[src/rtl/mem_stage_pkg.sv]
//////////////////////////////////////////////////////////////////////
// Shared types for the memory-access stage of the MIPS pipeline
// Request, command, load tag and writeback structs plus access size
// Imported by every stage module and by the testbench
//////////////////////////////////////////////////////////////////////

`default_nettype none

package mem_stage_pkg;

  localparam int ADDR_W = 32;  // MIPS byte address width

  // Access width of a load or store
  typedef enum logic [1:0] {
    SIZE_BYTE = 2'd0,
    SIZE_HALF = 2'd1,
    SIZE_WORD = 2'd2
  } mem_size_e;

  // At most one request per cycle from the execute stage
  typedef struct packed {
    logic              valid;
    logic              we;     // Store when set
    mem_size_e         size;
    logic              sign;   // Sign-extend on loads
    logic [ADDR_W-1:0] addr;
    logic [31:0]       wdata;
  } mem_req_t;

  // Formatter to RAM with data already on its byte lanes
  typedef struct packed {
    logic              wr;
    logic              rd;
    logic [ADDR_W-3:0] word_addr;
    logic [3:0]        byte_en;
    logic [31:0]       wdata;
  } mem_cmd_t;

  // Travels beside a load so the extractor can finish it
  typedef struct packed {
    logic      valid;
    mem_size_e size;
    logic      sign;
    logic [1:0] byte_off;
  } load_tag_t;

  typedef struct packed {
    logic        valid;
    logic [31:0] data;
  } wb_t;

endpackage

`default_nettype wire

[src/rtl/store_formatter.sv]
//////////////////////////////////////////////////////////////////////
// Store formatter, first register of the memory stage
// Checks alignment, shifts store data onto byte lanes, builds byte
// enables and the load tag, all registered one cycle after accept
//////////////////////////////////////////////////////////////////////

`timescale 1ns/1ns
`default_nettype none

module store_formatter (
  input  logic                     clk,
  input  logic                     rsta,
  input  logic                     step_en,   // Debug clock-control strobe
  input  mem_stage_pkg::mem_req_t  req,
  output mem_stage_pkg::mem_cmd_t  cmd,
  output mem_stage_pkg::load_tag_t tag,
  output logic                     addr_err   // One-cycle pulse on misalignment
);
  import mem_stage_pkg::*;

  logic [1:0]        byte_off;
  logic              misaligned;
  logic              go;          // Aligned and valid
  logic [3:0]        be_next;
  logic [31:0]       wdata_next;

  logic              wr_q;
  logic              rd_q;
  logic              tag_vld_q;
  logic              err_q;
  logic [ADDR_W-3:0] waddr_q;
  logic [3:0]        be_q;
  logic [31:0]       wdata_q;
  mem_size_e         size_q;
  logic              sign_q;
  logic [1:0]        off_q;

  assign byte_off = req.addr[1:0];

  // Size decode: enables and lane replication
  always_comb
  begin
    case (req.size)
      SIZE_BYTE:
      begin
        misaligned = 1'b0;
        be_next    = 4'b0001 << byte_off;
        wdata_next = {4{req.wdata[7:0]}};   // Same byte on all lanes
      end
      SIZE_HALF:
      begin
        misaligned = byte_off[0];            // Odd address
        be_next    = byte_off[1] ? 4'b1100 : 4'b0011;
        wdata_next = {2{req.wdata[15:0]}};
      end
      default:
      begin
        misaligned = |byte_off;              // Word must sit on 4-byte boundary
        be_next    = 4'b1111;
        wdata_next = req.wdata;
      end
    endcase
  end

  assign go = req.valid & ~misaligned;

  // Control bits
  always_ff @(posedge clk)
  begin
    if (rsta)
    begin
      wr_q      <= 1'b0;
      rd_q      <= 1'b0;
      tag_vld_q <= 1'b0;
      err_q     <= 1'b0;
    end
    else if (step_en)
    begin
      wr_q      <= go & req.we;
      rd_q      <= go & ~req.we;
      tag_vld_q <= go & ~req.we;    // Only loads produce writeback
      err_q     <= req.valid & misaligned;
    end
  end

  // Payload, qualified by the control bits downstream
  always_ff @(posedge clk)
  begin
    if (step_en)
    begin
      waddr_q <= req.addr[ADDR_W-1:2];
      be_q    <= be_next;
      wdata_q <= wdata_next;
      size_q  <= req.size;
      sign_q  <= req.sign;
      off_q   <= byte_off;
    end
  end

  assign cmd.wr        = wr_q;
  assign cmd.rd        = rd_q;
  assign cmd.word_addr = waddr_q;
  assign cmd.byte_en   = be_q;
  assign cmd.wdata     = wdata_q;

  assign tag.valid     = tag_vld_q;
  assign tag.size      = size_q;
  assign tag.sign      = sign_q;
  assign tag.byte_off  = off_q;

  assign addr_err      = err_q;

endmodule

`default_nettype wire

[src/rtl/data_mem.sv]
//////////////////////////////////////////////////////////////////////
// Single-port byte-writable data RAM in no-change mode
// Registered read, rdata holds through writes and idle cycles
// Also delays the load tag and gives the debug unit a word read port
//////////////////////////////////////////////////////////////////////

`timescale 1ns/1ns
`default_nettype none

module data_mem #(
  parameter int DEPTH = 64                        // Words, power of two
) (
  input  logic                         clk,
  input  logic                         rsta,
  input  logic                         step_en,
  input  mem_stage_pkg::mem_cmd_t      cmd,
  input  mem_stage_pkg::load_tag_t     tag,
  output logic [31:0]                  rdata,
  output mem_stage_pkg::load_tag_t     tag_q,
  input  logic [$clog2(DEPTH)-1:0]     dbg_addr,  // Word address from debug unit
  output logic [31:0]                  dbg_data
);

  localparam int AW = $clog2(DEPTH);

  logic [31:0]   mem [DEPTH];
  logic [31:0]   rd_q;
  logic [AW-1:0] idx;          // Word address wrapped to the array

  logic          tvld_q;
  logic [1:0]    tsize_q;
  logic          tsign_q;
  logic [1:0]    toff_q;

  // Zero contents at start, like the block RAM after configuration
  initial
  begin
    for (int i = 0; i < DEPTH; i++)
      mem[i] = 32'h0;
  end

  assign idx = cmd.word_addr[AW-1:0];

  // Per-byte write
  always_ff @(posedge clk)
  begin
    if (step_en && cmd.wr)
    begin
      for (int b = 0; b < 4; b++)
      begin
        if (cmd.byte_en[b])
          mem[idx][8*b +: 8] <= cmd.wdata[8*b +: 8];
      end
    end
  end

  // Read port, no reset on the data
  always_ff @(posedge clk)
  begin
    if (step_en && cmd.rd)
      rd_q <= mem[idx];      // Untouched on writes, hence no-change
  end

  assign rdata = rd_q;

  // Tag stage lines up with the read
  always_ff @(posedge clk)
  begin
    if (rsta)
      tvld_q <= 1'b0;
    else if (step_en)
      tvld_q <= tag.valid;
  end

  always_ff @(posedge clk)
  begin
    if (step_en)
    begin
      tsize_q <= tag.size;
      tsign_q <= tag.sign;
      toff_q  <= tag.byte_off;
    end
  end

  assign tag_q.valid    = tvld_q;
  assign tag_q.size     = mem_stage_pkg::mem_size_e'(tsize_q);
  assign tag_q.sign     = tsign_q;
  assign tag_q.byte_off = toff_q;

  // Debug read sees a write right after its edge
  assign dbg_data = mem[dbg_addr];

endmodule

`default_nettype wire

[src/rtl/load_extractor.sv]
//////////////////////////////////////////////////////////////////////
// Load extractor, last register of the memory stage
// Picks the byte, halfword or word out of the read word, extends it
// and registers the writeback result
//////////////////////////////////////////////////////////////////////

`timescale 1ns/1ns
`default_nettype none

module load_extractor (
  input  logic                     clk,
  input  logic                     rsta,
  input  logic                     step_en,
  input  logic [31:0]              rdata,    // Word from RAM read register
  input  mem_stage_pkg::load_tag_t tag_q,
  output mem_stage_pkg::wb_t       wb
);
  import mem_stage_pkg::*;

  logic [31:0] shifted;
  logic [31:0] ext_data;
  logic        fill;         // Extension bit

  logic        vld_q;
  logic [31:0] data_q;

  // Addressed byte moved down to lane 0
  assign shifted = rdata >> {tag_q.byte_off, 3'b000};

  always_comb
  begin
    case (tag_q.size)
      SIZE_BYTE:
      begin
        fill     = tag_q.sign & shifted[7];
        ext_data = {{24{fill}}, shifted[7:0]};
      end
      SIZE_HALF:
      begin
        fill     = tag_q.sign & shifted[15];
        ext_data = {{16{fill}}, shifted[15:0]};
      end
      default:
      begin
        fill     = 1'b0;              // Word needs no extension
        ext_data = rdata;
      end
    endcase
  end

  always_ff @(posedge clk)
  begin
    if (rsta)
      vld_q <= 1'b0;
    else if (step_en)
      vld_q <= tag_q.valid;
  end

  // Data only moves when a load completes
  always_ff @(posedge clk)
  begin
    if (step_en && tag_q.valid)
      data_q <= ext_data;
  end

  assign wb.valid = vld_q;
  assign wb.data  = data_q;

endmodule

`default_nettype wire

[src/rtl/mem_stage_top.sv]
//////////////////////////////////////////////////////////////////////
// Memory-access stage top level
// Formatter, data RAM and load extractor in a three-cycle pipeline
// Loads come back on wb three enabled cycles after accept
//////////////////////////////////////////////////////////////////////

`timescale 1ns/1ns
`default_nettype none

module mem_stage_top #(
  parameter int DEPTH = 64                     // RAM words, passed to data_mem
) (
  input  logic                     clk,
  input  logic                     rsta,
  input  logic                     step_en,    // Low freezes every register
  input  mem_stage_pkg::mem_req_t  req,
  input  logic [$clog2(DEPTH)-1:0] dbg_addr,
  output mem_stage_pkg::wb_t       wb,
  output logic                     addr_err,
  output logic [31:0]              dbg_data
);
  import mem_stage_pkg::*;

  mem_cmd_t    cmd;        // Formatter to RAM
  load_tag_t   tag;        // Load info, formatter stage
  load_tag_t   tag_q;      // Load info, RAM stage
  logic [31:0] rdata;

  // Alignment check, lane shift, byte enables
  store_formatter store_formatter_inst (
    .clk      (clk),
    .rsta     (rsta),
    .step_en  (step_en),
    .req      (req),
    .cmd      (cmd),
    .tag      (tag),
    .addr_err (addr_err)
  );

  data_mem #(
    .DEPTH (DEPTH)
  ) data_mem_inst (
    .clk      (clk),
    .rsta     (rsta),
    .step_en  (step_en),
    .cmd      (cmd),
    .tag      (tag),
    .rdata    (rdata),
    .tag_q    (tag_q),
    .dbg_addr (dbg_addr),
    .dbg_data (dbg_data)
  );

  // Extension and writeback register
  load_extractor load_extractor_inst (
    .clk     (clk),
    .rsta    (rsta),
    .step_en (step_en),
    .rdata   (rdata),
    .tag_q   (tag_q),
    .wb      (wb)
  );

endmodule

`default_nettype wire

[config.mk]
export PLATFORM = sky130hd
export DESIGN_NAME = mem_stage_top
export DESIGN_NICKNAME = d
export VERILOG_FILES = /design/src/rtl/mem_stage_pkg.sv /design/src/rtl/store_formatter.sv /design/src/rtl/data_mem.sv /design/src/rtl/load_extractor.sv /design/src/rtl/mem_stage_top.sv
export SDC_FILE = /design/constraint.sdc
export NUM_CORES = 2
export LEC_CHECK = 0
export ABC_AREA = 1
export BUFFER_PORTS_ARGS = -buffer_cell sky130_fd_sc_hd__buf_2
export CORE_MARGIN = 2
export CORE_UTILIZATION = 30
export DETAILED_ROUTE_END_ITERATION = 12
export PLACE_DENSITY_LB_ADDON = 0.05
export SLEW_MARGIN = 5
export SYNTH_ARGS = -nofsm -noshare
export SYNTH_HDL_FRONTEND = slang
export SYNTH_SLANG_ARGS = --single-unit
[constraint.sdc]
create_clock -name clk -period 6.2 [get_ports clk]
set_input_delay 1.86 -clock clk [delete_from_list [all_inputs] [get_ports clk]]
set_output_delay 1.86 -clock clk [all_outputs]
set_load 0.03 [all_outputs]
# Word-level counts from Yosys, hierarchy flattened
# Memory sizes are Yosys's and may differ from the RTL's. A register that Yosys moved wholly into a read port is not among the register bits.
# Cells that the tools add are included.
classes:
  add_sub_neg: 0
  multipliers: 0
  div_mod_pow: 0
  order_cmp: 0
  n_eq_ne: 2
  n_shift: 2
  n_mux: 17
  bitwise: 8
  n_reduce_logical: 6
op_table:
  columns: ["cell", "count"]
  rows:
  - ["$pmux W32 S2", 2]
  - ["$shr A32 B5 Y16", 1]
  - ["$mux W1", 12]
  - ["$pmux W4 S2", 1]
  - ["$and A1 B1 Y1", 6]
  - ["$eq A2 B1 Y1 const B", 2]
  - ["$logic_not A2 Y1", 2]
  - ["$mux W4", 1]
  - ["$shl A1 B2 Y4 const A", 1]
  - ["$logic_and A1 B1 Y1", 3]
  - ["$not A1 Y1", 2]
  - ["$pmux W1 S2", 1]
  - ["$reduce_or A2 Y1", 1]
totals:
  register_bits: 89
  latch_bits: 0
  ram_bits: 2048
  mem_bits_ro: 0
  inputBits: 78
  out_inout_bits: 66
  word_cells: 51
  memories: 1
memory_table:
  columns: ["memory", "depth", "width", "rd", "rd_clocked_by_memory_dff", "wr", "line", "text"]
  rows:
  - ["data_mem_inst.mem", 64, 32, 2, 1, 1, "data_mem.sv:26", "logic [31:0] mem [DEPTH];"]

# Logic depth before layout (Yosys ltp)
logic_depth:
  depth_word: 5
  ltp_mapped: 14
  depth_no_buf: 11

# Hierarchy
# Synthesis repeated with hierarchy kept, for this count alone.
unflattened:
  hier_cells: 13215
  area_unflattened_um2: 111131.6
modules_own_cells:
  columns: ["module", "n_inst", "cells_each", "area_per_inst_um2", "seq_area_each_um2"]
  rows:
  - ["data_mem", 1, 12827, 106525.9, 62630.1]
  - ["store_formatter", 1, 176, 2755.1, 2192.1]
  - ["load_extractor", 1, 212, 1850.5, 980.9]

# Worst setup path after synthesis
# OpenSTA, ideal clock, no wires.
synth_path:
  kind: "input -> output"
  startpoint: "input dbg_addr[0]"
  endpoint: "output dbg_data[4]"
  arrival_time_ns: 3.174
  required_time_ns: 4.340
  setup_slack_ns: 1.166
  cell_stages: 13
  n_path_buf: 4
  path_cell_list: "buf_4 -> inv_2 -> buf_4 -> buf_2 -> buf_4 -> nand2_1 -> nand3_1 -> nand3_1 -> nand3_1 -> nand3_1 -> nand2_1 -> nand2_1 -> nand2_1"
synth_via:
  elab_chain_len: 1
synth_lines:
  columns: ["element", "line", "text"]
  rows:
  - ["start, declared", "mem_stage_top.sv:17", "input logic [$clog2(DEPTH)-1:0] dbg_addr,"]
  - ["$mem_v2 Z64 W32", null, null]
  - ["end, declared", "mem_stage_top.sv:20", "output logic [31:0] dbg_data"]
# Every way passes these cells.

# Worst setup path after layout
layout_path:
  startpoint: "input dbg_addr[0]"
  endpoint: "output dbg_data[21]"
# Same word-level chain as after synthesis.

==> results.tsv <==
metric	value	unit
regArea	65100	sq um
overflow	0	
slowest_delay	0.25	ns
synthCells	13182	
syn_area	110000	sq um
fin_hold_ws	0.419	ns
gp_congestion	0.841	
slew_headroom	0.0578	
cts_setup_buffers	0	
synthFlopType	edfxtp_1	
drive_above_1_share	0.0768	
power_density	288	nW/um^2
critical_path_class	in2out	
cts_tree	yes	
hold_viol	0	
yosysSeqAreaShare	0.590	
drv_slew	0	
drv_cap	0	
holdBufCountCts	0	
synth_seq_cells	2169	
fmax	167	MHz
synth_enable_flop_cells	2164	
min_path_type	reg2reg	
synth_nets	13260	
drt_iter0_markers	9777	
cp_cell_sequence	buf_8 > inv_8 > buf_12 > buf_12 > buf_12 > nand2_1 > nand3_1 > nand3_1 > nand3_1 > nand3_1 > nand2_1 > nand2_1 > nand2_1 > buf_2	
start_util	0.302	
ant_nets	0	
cts-buffers-inserted	278	
grt_max_degree	156	
finalSetupViolCount	0	
synth.avg_cell_area	8.37	sq um
skew	0.0420	ns
finalNetCount	13258	
worstSetupStartpointType	input pin	
antenna_found_initial	29	
dp_hpwl	299	mm
drcViolationCount	0	
core	366000	sq um
yosysWarnings	0	
yosys-top-cells-area	edfxtp_1 59%, nand2_1 24%, nand3_1 8.7%	
ir_drop	186	uV
vias_per_cell	5.22	
cts_resized	0	
first_pass_iters	8	
root_buffer	clkbuf_16	
r2r-start	store_formatter_inst.waddr_q[1]	
rows	222	
syn_to_final_growth	15.0	%
synthTopCellsByCount	7200 x nand2_1, 2164 x edfxtp_1, 1918 x nand3_1, 470 x buf_2, 342 x a21oi_1	
worstPathRequired	4.34	ns
clk_pin_slew	0.06	ns
timing.rr.end	data_mem_inst.mem[62][27]	
wl	503	mm
hold_end	data_mem_inst.tsize_q[1]	
min_path_cells	0	
worstMarginPinSlew	1.41	ns
synth.distinct_cells	29	
cellLeakagePower	51.6	nW
slowest_stage	buf_12	
multi_input_area	41100	sq um
clock-sinks	2169	
vias	95139	
clk-insertion-delay-late	0.93	ns
min-delay-start	store_formatter_inst.size_q[1]	
io_buffers	119	
cts_buffer_depth	4	
status	finished, final reports clean	
die_w	611	microns
rsz0062_at_grt	no	
n_fill_cell	37048	
worst_ep_arrival_time	4.13	ns
cts_htree_levels	5	
endpoint_kind	output port	
wl_per_cell	27.6	microns
boundaryPins	144	
rrSetupSlack	1.70	ns
yosysMostFrequentCell	nand2_1	
grt_pass1_vias	89911	
die-area	373000	sq um
async_flop_share	0	
fin_crit_sh	0.967	
die_y	611	microns
min_period	5.99	ns
grt_pass1_wl	699	mm
reg2reg_depth	4	
synth_top_area_frac	0.589	
track_usage	0.262	
synth_area_leader_cell	edfxtp_1	
worst-path-max-fanout	27	
finalSetupTns	0	ns
[power breakdown]
part           total (mW)  internal, mW  switching (mW)
Sequential           16.4          16.4          0.0405
Combinational        4.64          1.07            3.58
Clock                15.6          8.95            6.61
Total                36.6          26.4            10.2
[metal layers]
| metal | up-vias | global-route usage | routed length, microns |
|---|---|---|---|
| li1 | 43711 | - | - |
| met1 | 46581 | 0.357 | 218000 |
| met4 | 26 | 0.108 | 22500 |
| met5 | - | 0 | 160 |
| met3 | 841 | 0.0432 | 36300 |
| met2 | 3980 | 0.412 | 227000 |
[cell families (layout without fill, tap and decap cells)]
kind of cell / count (synthesis) / count (layout) / share of synthesized area
buffers and inverters: 970 / 1169 / 0.0389
AO/OA/AOI/OAI: 581 / 581 / 0.0270
other: 0 / 18 / 0
AND/OR/NAND/NOR: 9462 / 9462 / 0.344
flip-flops: 2169 / 2169 / 0.590
[sequential cells by signal, indices dropped and copies added, names as in the netlist]
| register | flops |
|---|---|
| data_mem_inst.mem | 2048 |
| data_mem_inst.rdata | 32 |
| data_mem_inst.toff_q | 2 |
| data_mem_inst.tsign_q | 1 |
| data_mem_inst.tsize_q | 2 |
| data_mem_inst.tvld_q | 1 |
| load_extractor_inst.data_q | 32 |
| load_extractor_inst.vld_q | 1 |
| store_formatter_inst.addr_err | 1 |
| store_formatter_inst.be_q | 4 |
| store_formatter_inst.off_q | 2 |
| store_formatter_inst.rd_q | 1 |
| store_formatter_inst.sign_q | 1 |
| store_formatter_inst.size_q | 2 |
| store_formatter_inst.waddr_q | 6 |
| store_formatter_inst.wdata_q | 32 |
| store_formatter_inst.wr_q | 1 |
[metrics by stage]
stage | area, sq um | utilization | setup slack [ns] | cells | total power [mW]
after global routing | 127000 | 0.347 | 0.0961 | 18200 | 37.8
final | 127000 | 0.347 | 0.205 | 18215 | 36.6
after floorplan | 110000 | - | 1.17 | 13182 | 19.2
after detailed placement | 118000 | 0.324 | 0.219 | 17716 | 21.4
after CTS | 127000 | 0.347 | 0.214 | 18197 | 37.0
after global placement | 118000 | 0.324 | 0.210 | 17716 | 21.4
[layout make-up]
cell class,instances,share of cell area
timing repair buffer,635,0.0475
multi-input combinational,10043,0.324
clock buffer,359,0.0600
inverter,53,0.00199
antenna,18,0.000355
sequential,2169,0.513
tap,4816,0.0475
clock inverter,122,0.00640
[critical path, delay by kind of cell]
family / cells / cell delay, ns
and+or+nand+nor: 8 / 0.91
buffers and inverters: 6 / 1.23
[worst max path at each step]
stage,depth (start not counted),endpoint,from,slack (ns)
6_report,14,dbg_data[21],dbg_addr[0],0.21
2_1_floorplan,13,dbg_data[4],dbg_addr[0],1.17
3_5_place_dp,14,dbg_data[23],dbg_addr[0],0.22
3_3_place_gp,13,dbg_data[22],dbg_addr[1],0.21
5_1_grt,13,dbg_data[16],dbg_addr[0],0.1
4_1_cts,13,dbg_data[18],dbg_addr[1],0.21
[placed cells by master, fill, tap and decap left out, types with 45 or more instances in the layout]
cell type,synthesis,layout
clkinv_1,1,57
nor2_1,325,325
o21ai_0,211,211
nand3_1,1918,1914
buf_4,16,398
clkbuf_1,340,63
buf_2,470,112
a21oi_1,342,342
edfxtp_1,2164,2164
clkbuf_16,0,293
buf_12,0,121
nand2_1,7200,7200
clkinv_2,0,45
Note: power is estimated with default switching activity, not from simulation.
